===== src/msePkg.sv =====
`default_nettype none

package msePkg;

    localparam int MAG_W = 13;
    localparam int ERR_W = 14;
    localparam int SQ_W = 27;
    localparam int MAX_EXP = 15;
    localparam int ACC_W = SQ_W + MAX_EXP;
    localparam int RES_W = 16;
    localparam int BUS_DATA_W = 32;
    localparam int BUS_ADDR_W = 13;
    localparam int WORD_ADDR_W = 3;

    typedef logic [MAG_W-1:0] magT;
    typedef logic signed [ERR_W-1:0] errT;
    typedef logic [SQ_W-1:0] sqT;
    typedef logic [ACC_W-1:0] accT;
    typedef logic signed [RES_W-1:0] resultT;
    typedef logic [3:0] expT;
    typedef logic [7:0] winCountT;
    typedef logic [BUS_DATA_W-1:0] busDataT;
    typedef logic [BUS_ADDR_W-1:0] busAddrT;
    typedef logic [WORD_ADDR_W-1:0] wordAddrT;
    typedef logic [BUS_ADDR_W-WORD_ADDR_W-1:0] blockAddrT;

    // upper address bits that select the estimator block
    localparam blockAddrT DMSE_BASE = 10'h0C4;

    localparam wordAddrT REG_CH0_CFG = 3'd0;
    localparam wordAddrT REG_CH0_OFFSET = 3'd1;
    localparam wordAddrT REG_CH0_RESULT = 3'd2;
    localparam wordAddrT REG_CH1_CFG = 3'd4;
    localparam wordAddrT REG_CH1_OFFSET = 3'd5;
    localparam wordAddrT REG_CH1_RESULT = 3'd6;

    localparam resultT RES_MAX = 16'sh7FFF;
    localparam resultT RES_MIN = 16'sh8000;

    typedef enum logic [1:0] {SEQ_IDLE, SEQ_ACCUM, SEQ_FINISH} seqStateT;

endpackage

`default_nettype wire

===== src/chanCfgIf.sv =====
`timescale 1ns/1ps
`default_nettype none

interface chanCfgIf;

    msePkg::magT meanMag;
    msePkg::expT windowExp;
    msePkg::resultT mseOffset;
    // one cycle after a CFG or OFFSET write
    logic cfgRestart;
    logic resultValid;
    msePkg::resultT resultValue;

    modport regs (
        output meanMag,
        output windowExp,
        output mseOffset,
        output cfgRestart,
        input  resultValid,
        input  resultValue
    );

    modport chan (
        input  meanMag,
        input  windowExp,
        input  mseOffset,
        input  cfgRestart,
        output resultValid,
        output resultValue
    );

endinterface

`default_nettype wire


===== src/dualMseEstimate.sv =====
`timescale 1ns/1ps
`default_nettype none

module dualMseEstimate (
    input  wire logic             clk,
    input  wire logic             reset,
    input  wire logic             cs,
    input  wire logic             wr0,
    input  wire logic             wr1,
    input  wire logic             wr2,
    input  wire logic             wr3,
    input  wire msePkg::busAddrT  addr,
    input  wire msePkg::busDataT  din,
    output msePkg::busDataT       dout,
    input  wire logic             ch0SampleEn,
    input  wire logic             ch1SampleEn,
    input  wire msePkg::magT      ch0Mag,
    input  wire msePkg::magT      ch1Mag
);

    logic inSpace;
    logic ch0Last;
    logic ch0Restart;
    logic ch0SumReady;
    msePkg::accT ch0WindowSum;
    logic ch1Last;
    logic ch1Restart;
    logic ch1SumReady;
    msePkg::accT ch1WindowSum;

    // block select on the upper address bits
    assign inSpace = cs &&
        (addr[msePkg::BUS_ADDR_W-1:msePkg::WORD_ADDR_W] == msePkg::DMSE_BASE);

    chanCfgIf ch0Cfg ();
    chanCfgIf ch1Cfg ();

    mseRegs regs (
        .clk      (clk),
        .reset    (reset),
        .inSpace  (inSpace),
        .wr0      (wr0),
        .wr1      (wr1),
        .wr2      (wr2),
        .wr3      (wr3),
        .wordAddr (addr[msePkg::WORD_ADDR_W-1:0]),
        .din      (din),
        .dout     (dout),
        .ch0Cfg   (ch0Cfg),
        .ch1Cfg   (ch1Cfg)
    );

    windowTimer ch0Timer (
        .clk        (clk),
        .reset      (reset),
        .sampleEn   (ch0SampleEn),
        .windowExp  (ch0Cfg.windowExp),
        .restart    (ch0Restart),
        .lastSample (ch0Last)
    );

    errorAccumulator ch0Accum (
        .clk        (clk),
        .reset      (reset),
        .sampleEn   (ch0SampleEn),
        .lastSample (ch0Last),
        .restart    (ch0Restart),
        .mag        (ch0Mag),
        .meanMag    (ch0Cfg.meanMag),
        .windowSum  (ch0WindowSum),
        .sumReady   (ch0SumReady)
    );

    estimateSequencer ch0Seq (
        .clk       (clk),
        .reset     (reset),
        .cfg       (ch0Cfg),
        .sumReady  (ch0SumReady),
        .windowSum (ch0WindowSum),
        .restart   (ch0Restart)
    );

    windowTimer ch1Timer (
        .clk        (clk),
        .reset      (reset),
        .sampleEn   (ch1SampleEn),
        .windowExp  (ch1Cfg.windowExp),
        .restart    (ch1Restart),
        .lastSample (ch1Last)
    );

    errorAccumulator ch1Accum (
        .clk        (clk),
        .reset      (reset),
        .sampleEn   (ch1SampleEn),
        .lastSample (ch1Last),
        .restart    (ch1Restart),
        .mag        (ch1Mag),
        .meanMag    (ch1Cfg.meanMag),
        .windowSum  (ch1WindowSum),
        .sumReady   (ch1SumReady)
    );

    estimateSequencer ch1Seq (
        .clk       (clk),
        .reset     (reset),
        .cfg       (ch1Cfg),
        .sumReady  (ch1SumReady),
        .windowSum (ch1WindowSum),
        .restart   (ch1Restart)
    );

endmodule

`default_nettype wire


===== src/estimateSequencer.sv =====
`timescale 1ns/1ps
`default_nettype none

module estimateSequencer (
    input  wire logic         clk,
    input  wire logic         reset,
    chanCfgIf.chan            cfg,
    input  wire logic         sumReady,
    input  wire msePkg::accT  windowSum,
    output logic              restart
);

    msePkg::seqStateT state;
    msePkg::accT finishSum;
    msePkg::accT windowMean;
    logic signed [msePkg::ACC_W:0] offsetSum;
    msePkg::resultT saturated;

    assign restart = cfg.cfgRestart;

    // idle until the first window since restart completes
    always_ff @(posedge clk) begin
        if (reset || cfg.cfgRestart) begin
            state <= msePkg::SEQ_IDLE;
        end else begin
            case (state)
                msePkg::SEQ_IDLE, msePkg::SEQ_ACCUM: begin
                    if (sumReady) begin
                        state <= msePkg::SEQ_FINISH;
                    end
                end
                msePkg::SEQ_FINISH: begin
                    // N=1 back to back stays in FINISH
                    if (sumReady) begin
                        state <= msePkg::SEQ_FINISH;
                    end else begin
                        state <= msePkg::SEQ_ACCUM;
                    end
                end
                default: state <= msePkg::SEQ_IDLE;
            endcase
        end
    end

    // the accumulator may overwrite windowSum while FINISH runs
    always_ff @(posedge clk) begin
        if (sumReady) begin
            finishSum <= windowSum;
        end
    end

    assign windowMean = finishSum >> cfg.windowExp;
    assign offsetSum = $signed({1'b0, windowMean}) + cfg.mseOffset;

    always_comb begin
        if (offsetSum > msePkg::RES_MAX) begin
            saturated = msePkg::RES_MAX;
        end else if (offsetSum < msePkg::RES_MIN) begin
            saturated = msePkg::RES_MIN;
        end else begin
            saturated = offsetSum[msePkg::RES_W-1:0];
        end
    end

    always_ff @(posedge clk) begin
        if (reset || cfg.cfgRestart) begin
            cfg.resultValid <= 1'b0;
        end else begin
            cfg.resultValid <= (state == msePkg::SEQ_FINISH);
        end
    end

    always_ff @(posedge clk) begin
        if (state == msePkg::SEQ_FINISH) begin
            cfg.resultValue <= saturated;
        end
    end

endmodule

`default_nettype wire


===== src/errorAccumulator.sv =====
`timescale 1ns/1ps
`default_nettype none

module errorAccumulator (
    input  wire logic         clk,
    input  wire logic         reset,
    input  wire logic         sampleEn,
    input  wire logic         lastSample,
    input  wire logic         restart,
    input  wire msePkg::magT  mag,
    input  wire msePkg::magT  meanMag,
    output msePkg::accT       windowSum,
    output logic              sumReady
);

    msePkg::errT sampleErr;
    msePkg::sqT errSquare;
    msePkg::accT runningSum;
    logic squareValid;
    logic squareLast;

    assign sampleErr = $signed({1'b0, mag}) - $signed({1'b0, meanMag});

    // stage 1, square of the error plus its window tag
    always_ff @(posedge clk) begin
        if (sampleEn) begin
            errSquare <= sampleErr * sampleErr;
        end
    end

    always_ff @(posedge clk) begin
        if (reset || restart) begin
            squareValid <= 1'b0;
            squareLast <= 1'b0;
        end else begin
            squareValid <= sampleEn;
            squareLast <= sampleEn && lastSample;
        end
    end

    // stage 2, running sum that starts over after the last sample
    always_ff @(posedge clk) begin
        if (reset || restart) begin
            runningSum <= '0;
            sumReady <= 1'b0;
        end else begin
            sumReady <= squareValid && squareLast;
            if (squareValid) begin
                if (squareLast) begin
                    runningSum <= '0;
                end else begin
                    runningSum <= runningSum + errSquare;
                end
            end
        end
    end

    always_ff @(posedge clk) begin
        if (squareValid && squareLast) begin
            windowSum <= runningSum + errSquare;
        end
    end

endmodule

`default_nettype wire


===== src/windowTimer.sv =====
`timescale 1ns/1ps
`default_nettype none

module windowTimer (
    input  wire logic         clk,
    input  wire logic         reset,
    input  wire logic         sampleEn,
    input  wire msePkg::expT  windowExp,
    input  wire logic         restart,
    output logic              lastSample
);

    // one bit wider than MAX_EXP so that N = 2**15 still fits
    logic [msePkg::MAX_EXP:0] sampleCount;
    logic [msePkg::MAX_EXP:0] windowLen;

    assign windowLen = {{msePkg::MAX_EXP{1'b0}}, 1'b1} << windowExp;

    // last sample of the window sits at count N-1
    assign lastSample = sampleEn && (sampleCount == windowLen - 1'b1);

    always_ff @(posedge clk) begin
        if (reset || restart) begin
            sampleCount <= '0;
        end else if (sampleEn) begin
            if (lastSample) begin
                sampleCount <= '0;
            end else begin
                sampleCount <= sampleCount + 1'b1;
            end
        end
    end

endmodule

`default_nettype wire


===== src/mseRegs.sv =====
`timescale 1ns/1ps
`default_nettype none

module mseRegs (
    input  wire logic              clk,
    input  wire logic              reset,
    input  wire logic              inSpace,
    input  wire logic              wr0,
    input  wire logic              wr1,
    input  wire logic              wr2,
    input  wire logic              wr3,
    input  wire msePkg::wordAddrT  wordAddr,
    input  wire msePkg::busDataT   din,
    output msePkg::busDataT        dout,
    chanCfgIf.regs                 ch0Cfg,
    chanCfgIf.regs                 ch1Cfg
);

    msePkg::busDataT ch0CfgWord;
    msePkg::busDataT ch0OffsetWord;
    msePkg::busDataT ch1CfgWord;
    msePkg::busDataT ch1OffsetWord;
    msePkg::resultT ch0Result;
    msePkg::resultT ch1Result;
    msePkg::winCountT ch0WinCount;
    msePkg::winCountT ch1WinCount;
    logic [3:0] byteWr;
    logic anyWr;

    assign byteWr = {wr3, wr2, wr1, wr0} & {4{inSpace}};
    assign anyWr = |byteWr;

    function automatic msePkg::busDataT mergeBytes(input msePkg::busDataT oldWord,
                                                   input msePkg::busDataT newWord,
                                                   input logic [3:0] strobes);
        msePkg::busDataT merged;
        merged = oldWord;
        for (int i = 0; i < 4; i++) begin
            if (strobes[i]) begin
                merged[8*i +: 8] = newWord[8*i +: 8];
            end
        end
        return merged;
    endfunction

    always_ff @(posedge clk) begin
        if (reset) begin
            ch0CfgWord <= '0;
            ch0OffsetWord <= '0;
            ch1CfgWord <= '0;
            ch1OffsetWord <= '0;
            ch0Cfg.cfgRestart <= 1'b0;
            ch1Cfg.cfgRestart <= 1'b0;
        end else begin
            if (wordAddr == msePkg::REG_CH0_CFG) begin
                ch0CfgWord <= mergeBytes(ch0CfgWord, din, byteWr);
            end
            if (wordAddr == msePkg::REG_CH0_OFFSET) begin
                ch0OffsetWord <= mergeBytes(ch0OffsetWord, din, byteWr);
            end
            if (wordAddr == msePkg::REG_CH1_CFG) begin
                ch1CfgWord <= mergeBytes(ch1CfgWord, din, byteWr);
            end
            if (wordAddr == msePkg::REG_CH1_OFFSET) begin
                ch1OffsetWord <= mergeBytes(ch1OffsetWord, din, byteWr);
            end
            // new settings take effect together with the restart pulse
            ch0Cfg.cfgRestart <= anyWr && (wordAddr == msePkg::REG_CH0_CFG ||
                                           wordAddr == msePkg::REG_CH0_OFFSET);
            ch1Cfg.cfgRestart <= anyWr && (wordAddr == msePkg::REG_CH1_CFG ||
                                           wordAddr == msePkg::REG_CH1_OFFSET);
        end
    end

    always_ff @(posedge clk) begin
        if (reset) begin
            ch0Result <= '0;
            ch0WinCount <= '0;
            ch1Result <= '0;
            ch1WinCount <= '0;
        end else begin
            if (ch0Cfg.resultValid) begin
                ch0Result <= ch0Cfg.resultValue;
                ch0WinCount <= ch0WinCount + 1'b1;
            end
            if (ch1Cfg.resultValid) begin
                ch1Result <= ch1Cfg.resultValue;
                ch1WinCount <= ch1WinCount + 1'b1;
            end
        end
    end

    assign ch0Cfg.meanMag = ch0CfgWord[12:0];
    assign ch0Cfg.windowExp = ch0CfgWord[19:16];
    assign ch0Cfg.mseOffset = ch0OffsetWord[15:0];
    assign ch1Cfg.meanMag = ch1CfgWord[12:0];
    assign ch1Cfg.windowExp = ch1CfgWord[19:16];
    assign ch1Cfg.mseOffset = ch1OffsetWord[15:0];

    always_comb begin
        dout = '0;
        if (inSpace) begin
            case (wordAddr)
                msePkg::REG_CH0_CFG:    dout = ch0CfgWord;
                msePkg::REG_CH0_OFFSET: dout = ch0OffsetWord;
                msePkg::REG_CH0_RESULT: dout = {8'd0, ch0WinCount, ch0Result};
                msePkg::REG_CH1_CFG:    dout = ch1CfgWord;
                msePkg::REG_CH1_OFFSET: dout = ch1OffsetWord;
                msePkg::REG_CH1_RESULT: dout = {8'd0, ch1WinCount, ch1Result};
                default:                dout = '0;
            endcase
        end
    end

endmodule

`default_nettype wire


===== config.mk =====
export PLATFORM = sky130hd
export DESIGN_NAME = dualMseEstimate
export DESIGN_NICKNAME = d
export VERILOG_FILES = /design/src/msePkg.sv /design/src/chanCfgIf.sv /design/src/dualMseEstimate.sv /design/src/estimateSequencer.sv /design/src/errorAccumulator.sv /design/src/windowTimer.sv /design/src/mseRegs.sv
export SDC_FILE = /design/constraint.sdc
export NUM_CORES = 2
export LEC_CHECK = 0
export BUFFER_PORTS_ARGS = -buffer_cell sky130_fd_sc_hd__buf_2
export CORE_UTILIZATION = 34
export CTS_BUF_LIST = sky130_fd_sc_hd__clkbuf_16
export DETAILED_ROUTE_END_ITERATION = 10
export REMOVE_ABC_BUFFERS = 1
export SETUP_SLACK_MARGIN = 0.02
export SKIP_LAST_GASP = 1
export SLEW_MARGIN = 20
export SYNTH_ARGS = -nofsm -noshare
export SYNTH_HDL_FRONTEND = slang
export SYNTH_SLANG_ARGS = --single-unit

===== constraint.sdc =====
create_clock -name clk -period 14.34 [get_ports clk]
set_input_delay 2.151 -clock clk [delete_from_list [all_inputs] [get_ports clk]]
set_output_delay 2.151 -clock clk [all_outputs]
set_load 0.02 [all_outputs]

==> Yosys cells after proc, flatten, opt, wreduce, memory -nomap -nowiden <==
Index checks and enable logic that the tools add are counted.
W data, S select, Z words.
{ "op_classes": {"n_addsub": 12, "n_mul": 2, "order_cmp": 4, "n_eq_ne": 14, "shift": 4, "muxes": 14, "n_bitwise": 1, "reduce_logical": 35} }
{ "op_table": {"columns": ["operator", "n"], "rows": [
  ["$pmux W32 S6", 1],
  ["$add A43 B16 Y43", 2],
  ["$gt A43 B16 Y1 const B", 2],
  ["$lt A43 B16 Y1 const B", 2],
  ["$add A42 B27 Y42", 2],
  ["$mux W42", 2],
  ["$shr A42 B4 Y42", 2],
  ["$mux W16", 4],
  ["$mul A14 B14 Y27", 2],
  ["$add A16 B1 Y16 const B", 2],
  ["$eq A16 B16 Y1", 2],
  ["$mux W32", 1],
  ["$reduce_and A2 Y1", 16],
  ["$shl A1 B4 Y16 const A", 2],
  ["$sub A16 B1 Y16 const B", 2],
  ["$sub A13 B13 Y14", 2],
  ["$add A8 B1 Y8 const B", 2],
  ["$eq A10 B8 Y1 const B", 1],
  ["$eq A3 B3 Y1 const B", 3],
  ["$logic_and A1 B1 Y1", 9],
  ["$mux W2", 4],
  ["$pmux W2 S2", 2],
  ["$and A4 B4 Y4", 1],
  ["$eq A2 B1 Y1 const B", 2],
  ["other kinds (9)", 16]
]} }
{ "word_totals": {"reg_bits": 560, "in_bits": 80, "output_inout_bits": 32, "wordCells": 130} }

==> Depth between registers and ports, before layout <==
{ "logic_depth": {"ltp_word": 5, "ltp_mapped": 40, "ltp_nobuf": 40} }

==> Modules after synthesis <==
A second synthesis with hierarchy kept.
{ "unflattened": {"cells_unflattened": 5437, "hier_area_um2": 50128.1} }
{ "modules_own_cells": {"columns": ["mod", "instances", "cells_each", "area_per_inst_um2", "seq_area_each_um2"], "rows": [
  ["errorAccumulator (ch0Accum)", 1, 1257, 12309.3, 2942.8],
  ["errorAccumulator (ch1Accum)", 1, 1266, 12281.8, 2942.8],
  ["mseRegs", 1, 1032, 8853.5, 3563.4],
  ["estimateSequencer (ch0Seq)", 1, 791, 7126.8, 1801.7],
  ["estimateSequencer (ch1Seq)", 1, 731, 6732.7, 1801.7],
  ["windowTimer", 2, 178, 1392.6, 320.3],
  ["dualMseEstimate", 1, 4, 38.8, 0.0]
]} }

==> Worst setup path after synthesis <==
Ideal clock, no wire load.
{ "synth_timing": {"path_type": "input to register", "startpoint": "in ch0Mag[0]", "endpoint": "reg ch0Accum.errSquare[25], data pin", "setup_ps": 258, "t_arrival_ps": 10290, "required_ps": 14082, "slack_ps": 3793, "stages": 37, "path_buffers": 0, "cell_sequence": "inv_1 -> ha_1 -> inv_1 -> fa_1 -> nand2_1 -> nand2_1 -> a21oi_1 -> o21ai_0 -> a21oi_1 -> nor2b_1 -> o21a_1 -> o31a_1 -> o41ai_1 -> xnor2_1 -> clkinv_1 -> nor2_1 -> fa_1 -> inv_1 -> fa_1 -> inv_1 -> fa_1 -> fa_1 -> fa_1 -> inv_1 -> fa_1 -> inv_1 -> ha_1 -> or2_2 -> a21oi_1 -> a31oi_1 -> a41oi_1 -> a221o_1 -> nor2_1 -> a2111oi_0 -> o21bai_1 -> a21oi_1 -> xnor2_1"} }
{ "synth_between": {"elab_chain_cells": 2} }
{ "synth_rtl": {"columns": ["element", "line_no", "rtl"], "rows": [
  ["from (decl)", "dualMseEstimate.sv:17", "input wire msePkg::magT ch0Mag,"],
  ["$sub A13 B13 Y14", "errorAccumulator.sv:22", "assign sampleErr = $signed({1'b0, mag}) - $signed({1'b0, meanMag});"],
  ["$mul A14 B14 Y27", "errorAccumulator.sv:27", "errSquare <= sampleErr * sampleErr;"],
  ["to (signal assigned)", "errorAccumulator.sv:27", null],
  ["to (decl)", "errorAccumulator.sv:17", "msePkg::sqT errSquare;"]
]} }
Every way passes these cells.
A chain may end at the register's enable or synchronous reset.

==> Worst setup path in the final report <==
{ "layout_timing": {"startpoint": "in ch1Mag[0]", "endpoint": "reg ch1Accum.errSquare[26], data pin"} }
{ "layout_between": {"elab_chain_cells": 2} }
{ "layout_rtl": {"columns": ["element", "line_no", "rtl"], "rows": [
  ["from (decl)", "dualMseEstimate.sv:18", "input wire msePkg::magT ch1Mag"],
  ["$sub A13 B13 Y14", "errorAccumulator.sv:22", null],
  ["$mul A14 B14 Y27", "errorAccumulator.sv:27", null],
  ["to (signal assigned)", "errorAccumulator.sv:27", null],
  ["to (decl)", "errorAccumulator.sv:17", null]
]} }
Every way passes these cells.

==> metrics.cfg <==
[synth]
synth_edf_count=252
ys_seq_area_share_pct=30.2
synth_top_area_share_pct=16.7
synth_top_cell_by_area=edfxtp_1
async_flop_share_pct=0
ys.flop_type=dfxtp_1
synthTopCellsByCount=nor2_1 (585), inv_1 (514), fa_1 (345)
netlist_top_cells_area=edfxtp_1 (17%), fa_1 (15%), dfxtp_1 (14%)
synth_cell_type_count=96
synth-seq-cells=558
yosysWarningCount=0
netlist_area_um2=45400
synth_area_per_cell_um2=9.48
netlist_instances=4785
synth.most_common_cell=nor2_1

[finish]
multi_input_area_um2=29000
synthToLayoutAreaGrowth_pct=9.57
drive_gt1_share_pct=7.91
layout.nets=5527
fillers=13094
seq_area_um2=13700

[setup_path]
ff2ff_path_depth=38
required_ps=14710
critPathSlowestCell=xor2_1
crit_arrival_ps=11390
cp-start-kind=input pin
r2r-start=regs.ch1CfgWord[0]
reg2reg_to=ch1Accum.errSquare[26]
ff2ff_setup_slack_ps=4310
crit_path_end_kind=register
path_class=in2reg
slowest_delay_ps=590
crit_fanout=9

[sta]
skew_ps=22.8
period_minus_slack_ps=11020
max_freq_mhz=90.8
slew_violations=0
finalSetupTns_ps=0
maxSlewHeadroom_pct=23.5
fin_crit_sh_pct=76.8
hold_viol=0
worst_slack_ps=3320
rsz0062_at_grt=no
final-setup-viol-count=0
max_slew.worst_pin.slew_ps=1140

[cts]
cts_tree=yes
clock-sinks=558
cts_resized=0
cts_max_level=2
cts_buffers=57
clock_latency_ps=650
post-cts-setup-buffers=0
path_clk_slew_ps=70
cts-root-buf=clkbuf_16
hold_buffers=0
cts_buffer_depth=3

[grt]
grt_pass1_wl_um=183000
grt.total_usage_pct=16.8
antenna_found_initial=25
grt_pass1_vias=33732
overflow=0
grt_max_degree=95

[routing]
drtPass1Iterations=5
dr.first_iter.drc_count=2233
drc=0
wl_um=115000
ant_nets=0
post_drt_wl_per_cell_um=17.4
vias_per_cell=5.12
vias=33907

[power_and_ir_drop]
ir_drop_mv=0.363
p_total_w=0.0118
power.leakage_nw=20.8
p_per_area_nw_per_um2=238

[worst_hold_path]
min-delay-start=ch1Accum.windowSum[23]
hold_end=ch1Seq.finishSum[23]
min_path_cells=0
min_path_type=reg2reg

[floorplan]
ios=112
die_y_um=367
dieArea_um2=135000
initial_core_util_pct=34.4
die_w_um=367
coreArea_um2=132000
rows=133

[place]
dp_slack_ps=2740
dp_hpwl_um=89600
place.gp.congestion=0.883
port_buffers=111

[outcome]
status=complete, no violations

[job]
drv_cap=0

-- flip-flops by register name (all words and copies together), names as in the netlist, 26 cells and up --
register,cells
ch0Accum.windowSum,42
ch0Accum.runningSum,42
ch1Accum.errSquare,26
regs.ch0CfgWord,32
ch1Seq.finishSum,42
ch1Accum.runningSum,42
regs.ch1OffsetWord,32
ch1Accum.windowSum,42
ch0Seq.finishSum,42
regs.ch0OffsetWord,32
regs.ch1CfgWord,32
ch0Accum.errSquare,26
-- worst max-delay path: cells and delay by family --
family,cells,cell delay [ps]
adders and majority gates,9,3560
AOI/OAI and AO/OA,17,3100
buffers and inverters,8,960
and+or+nand+nor,4,920
xor gates and xnor gates,2,680
-- cells by family after synthesis --
family	count (synthesis)	share of synthesized area, %
simple gates	1345	13.5
flops	558	30.2
fa+ha+maj	630	23.1
xor+xnor	296	5.71
other cells	1	0.00826
buf+inv	718	5.98
mux	303	8.16
compound gates	934	13.4
-- per-stage QoR --
stage,std cells,hold slack [ps],cell area [µm²],util [%]
after floorplan,4602,400,44700,-
after global placement,6512,404,47800,36.2
after detailed placement,6512,405,47800,36.2
after CTS,6619,416,49700,37.6
after global routing,6621,424,49700,37.7
final,6623,415,49700,37.7
-- cell usage in the layout (no fill, tap or decap), types with 59 or more instances in the layout --
cell type,Yosys,routed
nor2_1,585,580
inv_1,514,530
fa_1,345,345
nand2_1,310,310
dfxtp_1,306,297
ha_1,285,285
a21oi_1,276,276
edfxtp_1,252,252
mux2i_1,228,228
xnor2_1,173,173
o21ai_0,143,143
xor2_1,123,122
a22oi_1,120,120
buf_2,5,110
a21o_1,93,93
and3_1,65,65
nand3_1,60,60
nor3_1,60,59
-- worst max path at each step --
stage	slack [ps]	from	endpoint	depth (start not counted)
floorplan	3790	ch0Mag[0]	ch0Accum.errSquare[25]	37
global placement	3000	ch1Mag[0]	ch1Accum.errSquare[26]	40
detailed placement	2740	ch1Mag[0]	ch1Accum.errSquare[26]	40
CTS	3440	ch1Mag[0]	ch1Accum.errSquare[26]	40
global route	2700	ch1Mag[0]	ch1Accum.errSquare[26]	40
finish	3320	ch1Mag[0]	ch1Accum.errSquare[26]	40
-- area by class of cell --
| cell class | count | area share (%) |
|---|---|---|
| clock inverters | 50 | 0.893 |
| well taps | 1755 | 4.42 |
| flip-flops and latches | 558 | 27.6 |
| multi-input cells | 3512 | 58.4 |
| repair buffers | 156 | 1.85 |
| diodes | 3 | 0.0151 |
| clock buffers | 57 | 2.87 |
| inverters | 532 | 4.02 |
-- where the power goes --
group / internal (W) / total (W) / switching (W)
sequential: 0.00225 / 0.00230 / 0.0000549
clock: 0.000840 / 0.00150 / 0.000656
combinational: 0.00355 / 0.00804 / 0.00449
-- routing by layer --
| metal | track usage, % | up-vias | share of wire, % |
|---|---|---|---|
| met3 | 4.44 | 172 | 7.0 |
| met4 | 4.61 | 28 | 2.5 |
| met1 | 23.0 | 16430 | 47 |
| met2 | 26.1 | 730 | 44 |
| met5 | 0 | - | 0.17 |
| li1 | - | 16547 | - |
(Power assumes the default switching activity.)
